`src/source/vec_isa_pkg.sv`:
```
`default_nettype none

package vec_isa_pkg;

  //////////////////////////////////////////////////
  // Architectural sizes
  //////////////////////////////////////////////////

  localparam int unsigned ElemWidth = 32;
  localparam int unsigned NrVRegs   = 32;

  typedef logic [ElemWidth-1:0] elem_t;
  typedef logic [4:0]           vreg_idx_t;

  // Vector operations seen by the scalar core
  // VV forms compute vs2 op vs1, VADD_VX computes vs2 + scalar
  // VEXT_X reads vs2 at element (scalar mod VLMAX)
  typedef enum logic [2:0] {
    VSETVL,
    VID,
    VADD_VV,
    VSUB_VV,
    VAND_VV,
    VOR_VV,
    VADD_VX,
    VEXT_X
  } vec_op_e;

  // Request from the core
  typedef struct packed {
    vec_op_e   op;
    vreg_idx_t vd;
    vreg_idx_t vs1;
    vreg_idx_t vs2;
    elem_t     scalar;
  } acc_req_t;

  // Response to the core
  typedef struct packed {
    elem_t result;
  } acc_resp_t;

endpackage

`default_nettype wire

```
`src/source/vec_uarch_pkg.sv`:
```
`default_nettype none

package vec_uarch_pkg;

  // Vector length, enough for VLMAX up to 65535
  typedef logic [15:0] vl_t;

  //////////////////////////////////////////////////
  // Internal instruction
  //////////////////////////////////////////////////

  // Dispatcher to sequencer and sequencer to lanes
  typedef struct packed {
    vec_isa_pkg::vec_op_e   op;
    vec_isa_pkg::vreg_idx_t vd;
    vec_isa_pkg::vreg_idx_t vs1;
    vec_isa_pkg::vreg_idx_t vs2;
    vec_isa_pkg::elem_t     scalar;
    vl_t                    vl;
  } vinsn_t;

  // Sequencer FSM
  typedef enum logic {
    IDLE,
    BUSY
  } seq_state_e;

endpackage

`default_nettype wire

```
`src/source/vec_sequencer.sv`:
```
`timescale 1ns/1ps
`default_nettype none

module vec_sequencer #(
  parameter int unsigned NrLanes = 4
) (
  input  logic                                clk_i,
  input  logic                                rst_n_i,
  // Dispatcher
  input  vec_uarch_pkg::vinsn_t               seq_req_i,
  input  logic                                seq_req_valid_i,
  output logic                                seq_req_ready_o,
  output vec_isa_pkg::elem_t                  seq_resp_o,
  output logic                                seq_resp_valid_o,
  // Lanes
  output vec_uarch_pkg::vinsn_t               pe_req_o,
  output logic                                pe_req_valid_o,
  input  logic [NrLanes-1:0]                  lane_done_i,
  input  vec_isa_pkg::elem_t [NrLanes-1:0]    lane_scalar_i,
  input  logic [NrLanes-1:0]                  lane_scalar_valid_i
);

  vec_uarch_pkg::seq_state_e state_q;
  vec_uarch_pkg::vinsn_t     insn_q;
  logic                      pe_valid_q;
  logic                      resp_valid_q;
  logic [NrLanes-1:0]        done_q;
  logic [NrLanes-1:0]        done_d;
  vec_isa_pkg::elem_t        scalar_q;
  vec_isa_pkg::elem_t        scalar_sel;
  logic                      scalar_hit;

  assign done_d = done_q | lane_done_i;

  // At most one lane owns the extracted element
  always_comb begin
    scalar_sel = '0;
    scalar_hit = 1'b0;
    for (int l = 0; l < NrLanes; l++) begin
      if (lane_scalar_valid_i[l]) begin
        scalar_sel = lane_scalar_i[l];
        scalar_hit = 1'b1;
      end
    end
  end

  always_ff @(posedge clk_i or negedge rst_n_i) begin
    if (!rst_n_i) begin
      state_q      <= vec_uarch_pkg::IDLE;
      pe_valid_q   <= 1'b0;
      resp_valid_q <= 1'b0;
      done_q       <= '0;
      scalar_q     <= '0;
    end else begin
      pe_valid_q   <= 1'b0;
      resp_valid_q <= 1'b0;
      case (state_q)
        vec_uarch_pkg::IDLE: begin
          if (seq_req_valid_i) begin
            state_q    <= vec_uarch_pkg::BUSY;
            pe_valid_q <= 1'b1;
            done_q     <= '0;
            scalar_q   <= '0;
          end
        end
        vec_uarch_pkg::BUSY: begin
          done_q <= done_d;
          if (scalar_hit) begin
            scalar_q <= scalar_sel;
          end
          // All lanes finished
          if (&done_d) begin
            state_q      <= vec_uarch_pkg::IDLE;
            resp_valid_q <= 1'b1;
          end
        end
        default: state_q <= vec_uarch_pkg::IDLE;
      endcase
    end
  end

  always_ff @(posedge clk_i) begin
    if (seq_req_valid_i && state_q == vec_uarch_pkg::IDLE) begin
      insn_q <= seq_req_i;
    end
  end

  assign seq_req_ready_o  = state_q == vec_uarch_pkg::IDLE;
  assign seq_resp_o       = scalar_q;
  assign seq_resp_valid_o = resp_valid_q;
  assign pe_req_o         = insn_q;
  assign pe_req_valid_o   = pe_valid_q;

endmodule

`default_nettype wire

```
`config.mk`:
```
export PLATFORM = sky130hd
export DESIGN_NAME = vec_sequencer
export DESIGN_NICKNAME = d
export VERILOG_FILES = /design/src/source/vec_isa_pkg.sv /design/src/source/vec_uarch_pkg.sv /design/src/source/vec_sequencer.sv
export SDC_FILE = /design/constraint.sdc
export NUM_CORES = 1
export LEC_CHECK = 0
export BUFFER_PORTS_ARGS = -buffer_cell sky130_fd_sc_hd__buf_2
export CORE_MARGIN = 10
export CORE_UTILIZATION = 42
export DETAILED_ROUTE_END_ITERATION = 8
export PLACE_DENSITY = 0.81
export SETUP_SLACK_MARGIN = 0.1
export SYNTH_ARGS = -nofsm -noshare
export SYNTH_HDL_FRONTEND = slang
export SYNTH_SLANG_ARGS = --single-unit
```
`constraint.sdc`:
```
create_clock -name clk_i -period 5.2 [get_ports clk_i]
set_input_delay 0.26 -clock clk_i [delete_from_list [all_inputs] [get_ports clk_i]]
set_output_delay 0.26 -clock clk_i [all_outputs]
set_load 0.05 [all_outputs]
```
==> flow_summary_export.csv <==
group,metric,value,unit
die,die_w,124,um
finish,instances_no_fill,750,
finish,post_route_cells_drive_above_1_share,53.9,%
synth,muxShareOfSynthArea,0,%
clocking,cts_setup_buffers,0,
worst_setup_path,crit_required,5.50,ns
synth,avgSynthCellArea,14.4,sq um
timing,hold_viol,0,
placed_design,place.gp.congestion,0.908,
placed_design,hpwl,13000,um
timing,worst_pin_slew,1.19,ns
synth,synth.most_common_cell,"edfxtp_1",
clocking,cts-root-buf,"clkbuf_8",
synth,ys_seq_area_share,65.4,%
clocking,clock_path_buffers,2,
synth,yosys.area_share.simple,11.8,%
synth,yosys.area.top_type,"edfxtp_1",
clocking,tritoncts,"done",
finish,nNetsFinal,812,
worst_setup_path,cp.arrival,2.38,ns
placed_design,place.port_buffers,305,
synth,synth_compound_area_share,19.7,%
synth,yosys_warnings,0,
route,wl_per_cell,22.1,um
route,drc,0,
synth,synth_top_area_share,43.8,%
placed_design,pre_cts_ws,2.75,ns
worst_setup_path,cp_max_fo,66,
synth,ys_ff_latch,105,
clocking,htreeDepth,3,
worst_hold_path,hold_path.class,"in2async",
worst_setup_path,critPathMaxStageDelay,0.97,ns
worst_setup_path,crit_type,"in2reg",
global_routing,grt_max_degree,68,
finish,register_area,0.00296,sq mm
die,row_count,37,
clocking,cts_resized,0,
power_and_ir_drop,vdd_drop_max,0.360,mV
route,drt_first_pass_iters,4,
clocking,holdBufCountCts,0,
power_and_ir_drop,leakagePower,3.22,nW
route,drt-vias-per-instance,5.24,
timing,finalCriticalPeriod,2.08,ns
worst_setup_path,cp-end-kind,"flop",
power_and_ir_drop,power_density,484,mW/mm^2
global_routing,track_usage,20.3,%
route,vias,3928,
synth,synth_common_cells,"edfxtp_1 (66), dfrtp_1 (39), a21o_1 (33)",
die,die_y,124,um
synth,synth_top_family_by_area,"compound AO/OA/AOI/OAI gates",
synth,yosysUniqueCellTypes,22,
synth,synth_cells,313,
timing,slew_violations,0,
run,cap_violations,0,
clocking,clk_pin_slew,0.10,ns
worst_setup_path,critPathTopFamily,"compound AO/OA/AOI/OAI gates",
timing,rsz0062_at_grt,"false",
outcome,status,"complete, no violations",
route,drt_iter0_markers,384,
global_routing,grt_pass1_vias,4186,
global_routing,antenna_found_initial,1,
timing,finClkSkew,0.0127,ns
clocking,cts_buffers,9,
finish,fillCellCount,888,
worst_setup_path,cp-start-kind,"primary input",
placed_design,dp.cells,732,
clocking,clock_latency,0.37,ns
timing,layout_setup_ws,3.12,ns
worst_setup_path,path_cells,"buf_2 -> nor4_2 -> a21o_1 -> a32o_1",
die,core_area,0.0104,sq mm
worst_setup_path,cp.buffers_inverters,1,
timing,relSlewSlack,20.9,%
global_routing,grt_pass1_wl,23500,um
die,initial_core_util,43.4,%
synth,synth_adder_area_share,0,%
synth,syn_area,0.00452,sq mm
synth,synthArstFlopShare,37.1,%
timing,finalCritPeriodShare,40.0,%
die,ios,306,
worst_setup_path,crit_slowest_cell,"a21o_1",
finish,area_growth,40.4,%
die,dieArea,0.0153,sq mm
finish,multi_input_area,0.00144,sq mm
route,postRouteAntennaNets,0,
timing,max_freq,481,MHz
timing,setup-tns-final,0,ns
route,drt_wl_total,16600,um
synth,synth_nets,518,
global_routing,overflow,0,
synth,synthFlopType,"edfxtp_1",
synth,synth_xor_area_share,0,%
timing,setup_viol,0,
synth,synth_edf_count,66,
synth,synth_area_leaders,"edfxtp_1 (44%), dfrtp_1 (22%), a32o_1 (7.1%), a211o_1 (6.2%), and3b_1 (6.2%)",
clocking,clock-sinks,105,
[cell usage in the layout (no fill, tap or decap), drive strengths merged, types with 2 or more instances in the layout]
cell type	n
edfxtp	66
a21o	33
inv	7
nand2b	32
a32o	32
o22ai	2
clkinv	3
a211o	32
buf	309
o21ai	6
and3b	32
dfrtp	39
nor2	4
diode	2
clkbuf	9
[final cells by class]
class / instances / share of cell area (%)
flip-flops and latches: 105 / 46.6
repair buffers: 309 / 24.5
multi-input cells: 177 / 22.7
well taps: 136 / 2.68
clock buffers: 9 / 1.95
clock inverters: 7 / 1.24
inverters: 5 / 0.296
diodes: 2 / 0.0788
[final timing paths]
path | startpoint | end | slack [ns] | cells after the start
max | lane_scalar_valid_i[2] | seq_resp_o[27] | 3.12 | 4
min | rst_n_i | seq_resp_o[4] | 0.02 | 1
max reg2reg | state_q | seq_resp_o[27] | 3.35 | 3
min reg2reg | seq_resp_o[15] | seq_resp_o[15] | 0.50 | 1
max in group asynchronous | rst_n_i | done_q[3] | 4.61 | 1
min in group clk_i | seq_req_i[52] | pe_req_o[52] | 0.06 | 1
[per-layer routing]
| metal | wire length [um] | share of wire (%) | track usage, % | vias to the layer above |
|---|---|---|---|---|
| met4 | 330 | 2.0 | 7.13 | 0 |
| met1 | 5700 | 34 | 22.4 | 1906 |
| met3 | 1220 | 7.4 | 5.52 | 25 |
| met5 | 0 | 0 | 0 | - |
| met2 | 9310 | 56 | 36.7 | 181 |
| li1 | - | - | - | 1816 |
[through the flow]
| step | hold slack, ns | utilization [%] | cell area (sq um) | total power [mW] |
|---|---|---|---|---|
| 6_report | 0.0165 | 61.0 | 6350 | 3.08 |
| 5_1_grt | 0.0299 | 60.9 | 6340 | 3.21 |
| 3_5_place_dp | 0.438 | 59.0 | 6140 | 2.59 |
| 2_1_floorplan | -0.0356 | - | 4520 | 2.20 |
| 4_1_cts | 0.0178 | 60.9 | 6340 | 3.11 |
| 3_3_place_gp | 0.434 | 59.0 | 6140 | 2.56 |
[state kept, by name, summed over array words and instances, names as in the netlist]
signal and count:
done_q 4, seq_resp_o 32, pe_req_o 66, pe_req_valid_o 1, state_q 1, seq_resp_valid_o 1
[cells by family (layout without fill, tap and decap cells)]
kind of cell,after synthesis,after routing
other,0,2
and+or+nand+nor,72,72
AOI/OAI and AO/OA,105,105
DFF,105,105
buffers and inverters,31,330
[power breakdown]
group	switching [mW]	internal (mW)	total, mW
logic	1.01	0.320	1.33
clock network	0.289	0.229	0.517
registers	0.104	1.13	1.23
[worst reg2reg max path: stages, from the launching register on]
cell and delay [ns]:
dfrtp_1 0.48, nor2_1 0.17, a21o_1 0.89, a32o_1 0.25
No activity file was read; power rests on OpenSTA's default activity.
