**src/source/vec_isa_pkg.sv**
```systemverilog
`default_nettype none

package vec_isa_pkg;

  //////////////////////////////////////////////////
  // Architectural sizes
  //////////////////////////////////////////////////

  localparam int unsigned ElemWidth = 32;
  localparam int unsigned NrVRegs   = 32;

  typedef logic [ElemWidth-1:0] elem_t;
  typedef logic [4:0]           vreg_idx_t;

  // Vector operations seen by the scalar core
  // VV forms compute vs2 op vs1, VADD_VX computes vs2 + scalar
  // VEXT_X reads vs2 at element (scalar mod VLMAX)
  typedef enum logic [2:0] {
    VSETVL,
    VID,
    VADD_VV,
    VSUB_VV,
    VAND_VV,
    VOR_VV,
    VADD_VX,
    VEXT_X
  } vec_op_e;

  // Request from the core
  typedef struct packed {
    vec_op_e   op;
    vreg_idx_t vd;
    vreg_idx_t vs1;
    vreg_idx_t vs2;
    elem_t     scalar;
  } acc_req_t;

  // Response to the core
  typedef struct packed {
    elem_t result;
  } acc_resp_t;

endpackage

`default_nettype wire

```
**src/source/vec_uarch_pkg.sv**
```systemverilog
`default_nettype none

package vec_uarch_pkg;

  // Vector length, enough for VLMAX up to 65535
  typedef logic [15:0] vl_t;

  //////////////////////////////////////////////////
  // Internal instruction
  //////////////////////////////////////////////////

  // Dispatcher to sequencer and sequencer to lanes
  typedef struct packed {
    vec_isa_pkg::vec_op_e   op;
    vec_isa_pkg::vreg_idx_t vd;
    vec_isa_pkg::vreg_idx_t vs1;
    vec_isa_pkg::vreg_idx_t vs2;
    vec_isa_pkg::elem_t     scalar;
    vl_t                    vl;
  } vinsn_t;

  // Sequencer FSM
  typedef enum logic {
    IDLE,
    BUSY
  } seq_state_e;

endpackage

`default_nettype wire

```
**src/source/vec_dispatcher.sv**
```systemverilog
`timescale 1ns/1ps
`default_nettype none

module vec_dispatcher #(
  parameter int unsigned VLEN = 256
) (
  input  logic                    clk_i,
  input  logic                    rst_n_i,
  // Core request
  input  vec_isa_pkg::acc_req_t   acc_req_i,
  input  logic                    acc_req_valid_i,
  output logic                    acc_req_ready_o,
  // Core response
  output vec_isa_pkg::acc_resp_t  acc_resp_o,
  output logic                    acc_resp_valid_o,
  input  logic                    acc_resp_ready_i,
  // Sequencer
  output vec_uarch_pkg::vinsn_t   seq_req_o,
  output logic                    seq_req_valid_o,
  input  logic                    seq_req_ready_i,
  input  vec_isa_pkg::elem_t      seq_resp_i,
  input  logic                    seq_resp_valid_i
);

  localparam int unsigned VLMAX = VLEN / vec_isa_pkg::ElemWidth;

  logic                   busy_q;
  logic                   resp_valid_q;
  logic                   seq_valid_q;
  vec_uarch_pkg::vl_t     vl_q;
  vec_uarch_pkg::vl_t     new_vl;
  vec_isa_pkg::acc_resp_t resp_q;
  vec_uarch_pkg::vinsn_t  seq_req_q;
  logic                   req_fire;
  logic                   resp_fire;
  logic                   is_setvl;

  // One request outstanding until its response leaves
  assign req_fire  = acc_req_valid_i && !busy_q;
  assign resp_fire = resp_valid_q && acc_resp_ready_i;
  assign is_setvl  = acc_req_i.op == vec_isa_pkg::VSETVL;

  // Clamp requested length to VLMAX
  assign new_vl = (acc_req_i.scalar > VLMAX) ? vec_uarch_pkg::vl_t'(VLMAX)
                                             : vec_uarch_pkg::vl_t'(acc_req_i.scalar);

  always_ff @(posedge clk_i or negedge rst_n_i) begin
    if (!rst_n_i) begin
      busy_q       <= 1'b0;
      resp_valid_q <= 1'b0;
      seq_valid_q  <= 1'b0;
      vl_q         <= '0;
    end else begin
      if (req_fire) begin
        busy_q <= 1'b1;
        if (is_setvl) begin
          vl_q         <= new_vl;
          resp_valid_q <= 1'b1;
        end else begin
          seq_valid_q <= 1'b1;
        end
      end
      if (seq_valid_q && seq_req_ready_i) begin
        seq_valid_q <= 1'b0;
      end
      if (seq_resp_valid_i) begin
        resp_valid_q <= 1'b1;
      end
      if (resp_fire) begin
        resp_valid_q <= 1'b0;
        busy_q       <= 1'b0;
      end
    end
  end

  // Result and forwarded instruction
  always_ff @(posedge clk_i) begin
    if (req_fire && is_setvl) begin
      resp_q.result <= vec_isa_pkg::elem_t'(new_vl);
    end else if (seq_resp_valid_i) begin
      resp_q.result <= seq_resp_i;
    end
    if (req_fire) begin
      seq_req_q.op     <= acc_req_i.op;
      seq_req_q.vd     <= acc_req_i.vd;
      seq_req_q.vs1    <= acc_req_i.vs1;
      seq_req_q.vs2    <= acc_req_i.vs2;
      seq_req_q.scalar <= acc_req_i.scalar;
      seq_req_q.vl     <= vl_q;
    end
  end

  assign acc_req_ready_o  = !busy_q;
  assign acc_resp_o       = resp_q;
  assign acc_resp_valid_o = resp_valid_q;
  assign seq_req_o        = seq_req_q;
  assign seq_req_valid_o  = seq_valid_q;

endmodule

`default_nettype wire

```
**config.mk**
```make
export PLATFORM = sky130hd
export DESIGN_NAME = vec_dispatcher
export DESIGN_NICKNAME = d
export VERILOG_FILES = /design/src/source/vec_isa_pkg.sv /design/src/source/vec_uarch_pkg.sv /design/src/source/vec_dispatcher.sv
export SDC_FILE = /design/constraint.sdc
export NUM_CORES = 1
export LEC_CHECK = 0
export BUFFER_PORTS_ARGS = -buffer_cell sky130_fd_sc_hd__buf_2
export CAP_MARGIN = 20
export CORE_ASPECT_RATIO = 1.1
export CORE_MARGIN = 2
export CORE_UTILIZATION = 48
export CTS_BUF_LIST = sky130_fd_sc_hd__clkbuf_8
export CTS_CLUSTER_DIAMETER = 100
export DETAILED_ROUTE_END_ITERATION = 7
export GPL_ROUTABILITY_DRIVEN = 0
export HOLD_SLACK_MARGIN = 0.1
export PLACE_DENSITY = 0.82
export SYNTH_ARGS = -nofsm -noshare
export SYNTH_HDL_FRONTEND = slang
export SYNTH_SLANG_ARGS = --single-unit
```
**constraint.sdc**
```tcl
create_clock -name clk_i -period 2.6 [get_ports clk_i]
set_input_delay 0.26 -clock clk_i [delete_from_list [all_inputs] [get_ports clk_i]]
set_output_delay 0.26 -clock clk_i [all_outputs]
set_load 0.005 [all_outputs]
```
==> results.cfg, run 1 <==
[timing]
final_max_slew_viol_count = 0
clock_skew_ns = 0.00738
setup_violations = 0
tightest_slew_ns = 0.827
tns_ns = 0
timing.slew.headroom = 0.449
grt_setup_unrepaired = false
fin_crit_ns = 2.09
hold_violations = 0
period_share = 0.805
worst_slack_ns = 0.507
max_freq_ghz = 0.478

[global_routing]
grt_usage = 0.221
antenna_found_initial = 0
gr-total-overflow = 0
grt_pass1_vias = 3111
grt_max_degree = 71
grt_pass1_wl_um = 15200

[outcome]
status = complete, no violations

[setup_path]
critPathRequiredTime_ns = 2.63
cp_top_family = simple AND/OR/NAND/NOR gates
cp.depth = 5
r2r_cells = 4
cp_max_fo = 31
critPathLaunchType = input port
endpoint = acc_resp_o[6]
slowest_delay_ns = 0.65
crit_path_start = acc_req_i[47]
cp_cell_sequence = dlygate4sd3_1, buf_2, nor3_4, nand2_4, or2b_1
reg2reg_from = busy_q
setup.worst_path.class = in2reg
cp_slowest_cell = or2b_1
crit_arrival_ns = 2.13
end_kind = register
r2r-end = acc_resp_o[6]
worst-path-buf-inv = 2
r2r_slack_ns = 0.74

[routing]
drtIter0Drc = 86
viasPerCell = 4.72
firstDrtPassIters = 4
post-route-drc-count = 0
ant_nets = 0
routed-via-count = 2932
routed_wl_um = 9680
avgRoutedWirePerCell_um = 15.6

[synthesis]
syn_nets = 315
ys_seq_elements = 117
syn_inst = 227
syn_avg_cell_area_sq_um = 17.7
yosys_warnings = 0
syn_area_sq_um = 4020
yosysSeqAreaShare = 0.811
synth.distinct_cells = 28

[pwr]
p_comb_frac = 0.103
clock_power_share = 0.382
p_sw_uw = 989
p_sw_frac = 0.233
seqPwrFrac = 0.515
p_int_uw = 3260
p_leak_uw = 0.00274
p_per_area_nw_per_um2 = 691
peakVddDrop_v = 0.000370

[floorplanning]
ios = 189
start_util = 0.486
die_w_um = 91.2
coreArea_sq_um = 8280
die-area_sq_um = 9120
placementRows = 35
die-height_um = 100

[clocking]
cts_setup_buffers = 0
cts_inserted_buffers = 17
cts_tree = built
cts_buffer_depth = 2
clock_latency_ns = 0.40
clk_pin_slew_ns = 0.07
numClockSinks = 117
htreeDepth = 4
cts-root-buf = clkbuf_8

[cells_and_area]
seq_area_sq_um = 3260
n_antenna_cell = 0
final_cell_mix = buf_2 (188), edfxtp_1 (82), dlygate4sd3_1 (69)
multi_input_area_sq_um = 677
drive_gt1_frac = 0.451
layout_commonest_cell = buf_2
stdcell_area_sq_um = 6150
nets = 585
fill_cells = 516
area_growth_pct = 53.0

[run]
drv_cap = 0

[place]
port_buffers = 188
place_area_sq_um = 5060
place_ws_ns = 0.641
dpl.hpwl_um = 5980

[worst_hold_path]
hold_class = in2reg
[synthesized netlist by cell type]
master,number,area [sq um]
and4_1,2,17.5
dfrtp_1,19,475
nand4_1,2,12.5
inv_1,5,18.8
clkinv_4,1,8.76
nor2_1,18,67.6
dfxtp_1,16,320
buf_2,3,15.0
nor3_1,1,5.00
a211oi_1,1,7.51
a31oi_1,2,12.5
nor2_8,1,20.0
nor4_2,3,37.5
buf_6,3,33.8
edfxtp_1,82,2460
or2b_1,1,7.51
a21oi_1,4,20.0
nor3_4,1,16.3
nand2b_4,1,13.8
nand3_1,1,5.00
o41ai_1,6,52.6
nand2_4,1,11.3
o21ai_0,7,35.0
clkbuf_1,2,7.51
or3_1,1,6.26
and2_1,24,150
mux2i_1,16,160
nor4_1,3,18.8
[stage by stage]
| stage | total power [uW] | std cells | hold WS, ns | util |
|---|---|---|---|---|
| 2_1_floorplan | 2350 | 227 | -0.0356 | - |
| 3_3_place_gp | 2560 | 520 | 0.225 | 0.611 |
| 3_5_place_dp | 2570 | 520 | 0.223 | 0.611 |
| 4_1_cts | 4260 | 621 | 0.109 | 0.743 |
| 5_1_grt | 4430 | 621 | 0.102 | 0.743 |
| 6_report | 4250 | 621 | 0.133 | 0.743 |
[registers in the layout, indices dropped and copies added (netlist names)]
signal            flops
busy_q                1
seq_req_o            66
vl_q                 16
seq_req_valid_o       1
acc_resp_o           32
acc_resp_valid_o      1
[cell type report]
class	count	share of cell area
sequential	117	0.530
inverter	6	0.00448
tap	111	0.0226
timing repair buffer	259	0.268
clock inverter	14	0.0246
multi-input combinational	96	0.110
clock buffer	18	0.0403
[cells by family (layout without fill, tap and decap cells)]
| family | count (synthesis) | after routing | share of synthesized area |
|---|---|---|---|
| AOI/OAI and AO/OA | 20 | 20 | 0.0318 |
| buffers and inverters | 14 | 297 | 0.0209 |
| DFF | 117 | 117 | 0.811 |
| muxes | 16 | 16 | 0.0398 |
| and+or+nand+nor | 60 | 60 | 0.0968 |
[how the worst min path moves through the flow]
| stage | from | end | slack [ns] | cells after the start |
|---|---|---|---|---|
| 2_1_floorplan | rst_n_i | acc_resp_valid_o | -0.04 | 0 |
| 3_3_place_gp | rst_n_i | vl_q[14] | 0.22 | 1 |
| 3_5_place_dp | rst_n_i | vl_q[14] | 0.22 | 1 |
| 4_1_cts | seq_resp_i[15] | acc_resp_o[15] | 0.11 | 2 |
| 5_1_grt | seq_resp_i[11] | acc_resp_o[11] | 0.10 | 2 |
| 6_report | seq_resp_i[15] | acc_resp_o[15] | 0.13 | 2 |
[power groups by stage]
stage	combinational [uW]	clock, uW	sequential [uW]
after global placement	340	0	2220
final	437	1620	2190
after global routing	480	1750	2200
after detailed placement	351	0	2220
after floorplan	115	0	2240
after CTS	432	1640	2180
[repair_timing]
item                      in CTS  in global routing
resized for setup              0                  0
hold endpoints to repair      88                  0
hold buffers                  69                  0
[routing by layer]
metal / track usage / wire length [um]
met3: 0.0758 / 560
met4: 0.0828 / 274
met2: 0.417 / 5420
met1: 0.226 / 3420
met5: 0 / 0
(Power assumes the default switching activity.)
==> run 2: changes to the inputs <==
Settings changed: CORE_UTILIZATION 48 to 43, PLACE_DENSITY 0.82 to 0.78.
Clock period 2.6 ns to 1.85 ns, I/O delays scaled along.
==> results.cfg, run 2 (synthesis results as in run 1) <==
[setup_path]
setup.worst_path.class = in2reg
crit_arrival_ns = 2.03
reg2reg_from = busy_q
r2r_slack_ns = 0.26
cp_cell_sequence = dlygate4sd3_1, buf_2, nor4_1, nand4_1, buf_4, o41ai_1
r2r_cells = 5
cp_slowest_cell = dlygate4sd3_1
critPathLaunchType = input port
critPathRequiredTime_ns = 2.16
cp_max_fo = 5
r2r-end = acc_resp_o[0]
end_kind = register
slowest_delay_ns = 0.54

[pwr]
peakVddDrop_v = 0.000529
p_leak_uw = 0.00284
p_per_area_nw_per_um2 = 932

[run]
drv_cap = 0

[timing]
max_freq_ghz = 0.582
tns_ns = 0
timing.slew.headroom = 0.696
setup_violations = 0
clock_skew_ns = 0.00912
final_max_slew_viol_count = 0
hold_violations = 0
period_share = 0.929
tightest_slew_ns = 0.455
fin_crit_ns = 1.72

[floorplanning]
die-height_um = 105
die-area_sq_um = 10100
die_w_um = 96.2
coreArea_sq_um = 9210
start_util = 0.436
ios = 189
placementRows = 37

[routing]
firstDrtPassIters = 4
ant_nets = 0
avgRoutedWirePerCell_um = 15.7
routed_wl_um = 10200
viasPerCell = 4.74
post-route-drc-count = 0
drtIter0Drc = 180
routed-via-count = 3073

[cells_and_area]
fill_cells = 627
layout_commonest_cell = buf_2
drive_gt1_frac = 0.439
largest_reg_flops = 66
nets = 606
final_cell_mix = buf_2 (188), dlygate4sd3_1 (85), edfxtp_1 (82)
n_antenna_cell = 0
area_growth_pct = 58.2
stdcell_area_sq_um = 6360

[clocking]
cts_buffer_depth = 2
cts_inserted_buffers = 17
htreeDepth = 4
cts_tree = built
clk_pin_slew_ns = 0.06
cts-root-buf = clkbuf_8
clock_latency_ns = 0.42
numClockSinks = 117

[global_routing]
gr-total-overflow = 0
grt_max_degree = 63
grt_pass1_vias = 3187
grt_pass1_wl_um = 15100
antenna_found_initial = 0
grt_usage = 0.207

[place]
port_buffers = 188
place_area_sq_um = 5100
dpl.hpwl_um = 6250

[outcome]
status = complete, no violations

[worst_hold_path]
hold_depth = 3
min_to = acc_resp_o[3]
hold_class = in2reg
hold_start = seq_resp_i[3]
==> run 2: changes by cell type in the layout (fill, tap and decap cells not counted), sizes merged <==
| cell | delta |
|---|---|
| clkinvlp | -1 |
| buf | +5 |
| clkbuf | +1 |
| dlygate4sd3 | +16 |
==> run 2: critical path: cells and delay by family <==
kind	cells	cell delay, ns
compound gates	1	0.22
simple gates	2	0.72
buf+inv	3	0.90
==> run 2: worst max-delay path by stage <==
stage               depth (start not counted)       endpoint  slack (ns)          start
floorplan                                   6  acc_resp_o[0]        0.06         busy_q
global placement                            4  acc_resp_o[0]        0.33  acc_req_i[15]
detailed placement                          4  acc_resp_o[0]        0.23  acc_req_i[15]
CTS                                         5  acc_resp_o[0]        0.12  acc_req_i[15]
global route                                6        vl_q[0]       -0.01   acc_req_i[7]
finish                                      6        vl_q[0]        0.13   acc_req_i[6]
==> run 2: final cells by class <==
| class | count | area, sq um | area share |
|---|---|---|---|
| clock buffers | 19 | 262 | 0.0411 |
| clock inverters | 13 | 116 | 0.0183 |
| inverters | 6 | 35.0 | 0.00551 |
| multi-input cells | 96 | 684 | 0.108 |
| flip-flops and latches | 117 | 3260 | 0.512 |
| well taps | 117 | 146 | 0.0230 |
| repair buffers | 280 | 1860 | 0.292 |
==> run 2: metal layers <==
layer / global-route usage / wire length, um / vias up / part of all wire
met5: 0 / 0 / - / 0
met4: 0.0939 / 250 / 0 / 0.025
met3: 0.0693 / 799 / 23 / 0.078
met2: 0.373 / 5510 / 151 / 0.54
met1: 0.209 / 3620 / 1470 / 0.36
li1: - / - / 1429 / -
==> run 2: repair_timing <==
item / in CTS / in global routing
gates resized for setup: 0 / 1
endpoints found under the setup margin: 0 / 4
hold buffers: 85 / 0
setup buffers: 0 / 3
hold endpoints to repair: 106 / 0
==> run 2: metrics by stage <==
| step | setup WS [ns] | hold slack [ns] | std cells | utilization | power, uW |
|---|---|---|---|---|---|
| after floorplan | 0.0563 | -0.111 | 227 | - | 3310 |
| after global placement | 0.332 | 0.150 | 528 | 0.554 | 3610 |
| after detailed placement | 0.230 | 0.154 | 528 | 0.554 | 3630 |
| after CTS | 0.125 | 0.116 | 645 | 0.687 | 5960 |
| after global routing | -0.0125 | 0.142 | 648 | 0.690 | 6180 |
| final | 0.131 | 0.120 | 648 | 0.690 | 5930 |
==> run 2: power by group <==
part	switching [uW]	total, uW	internal, uW
combinational	302	659	357
clock	958	2190	1240
sequential	64.0	3070	3010
total	1320	5930	4600
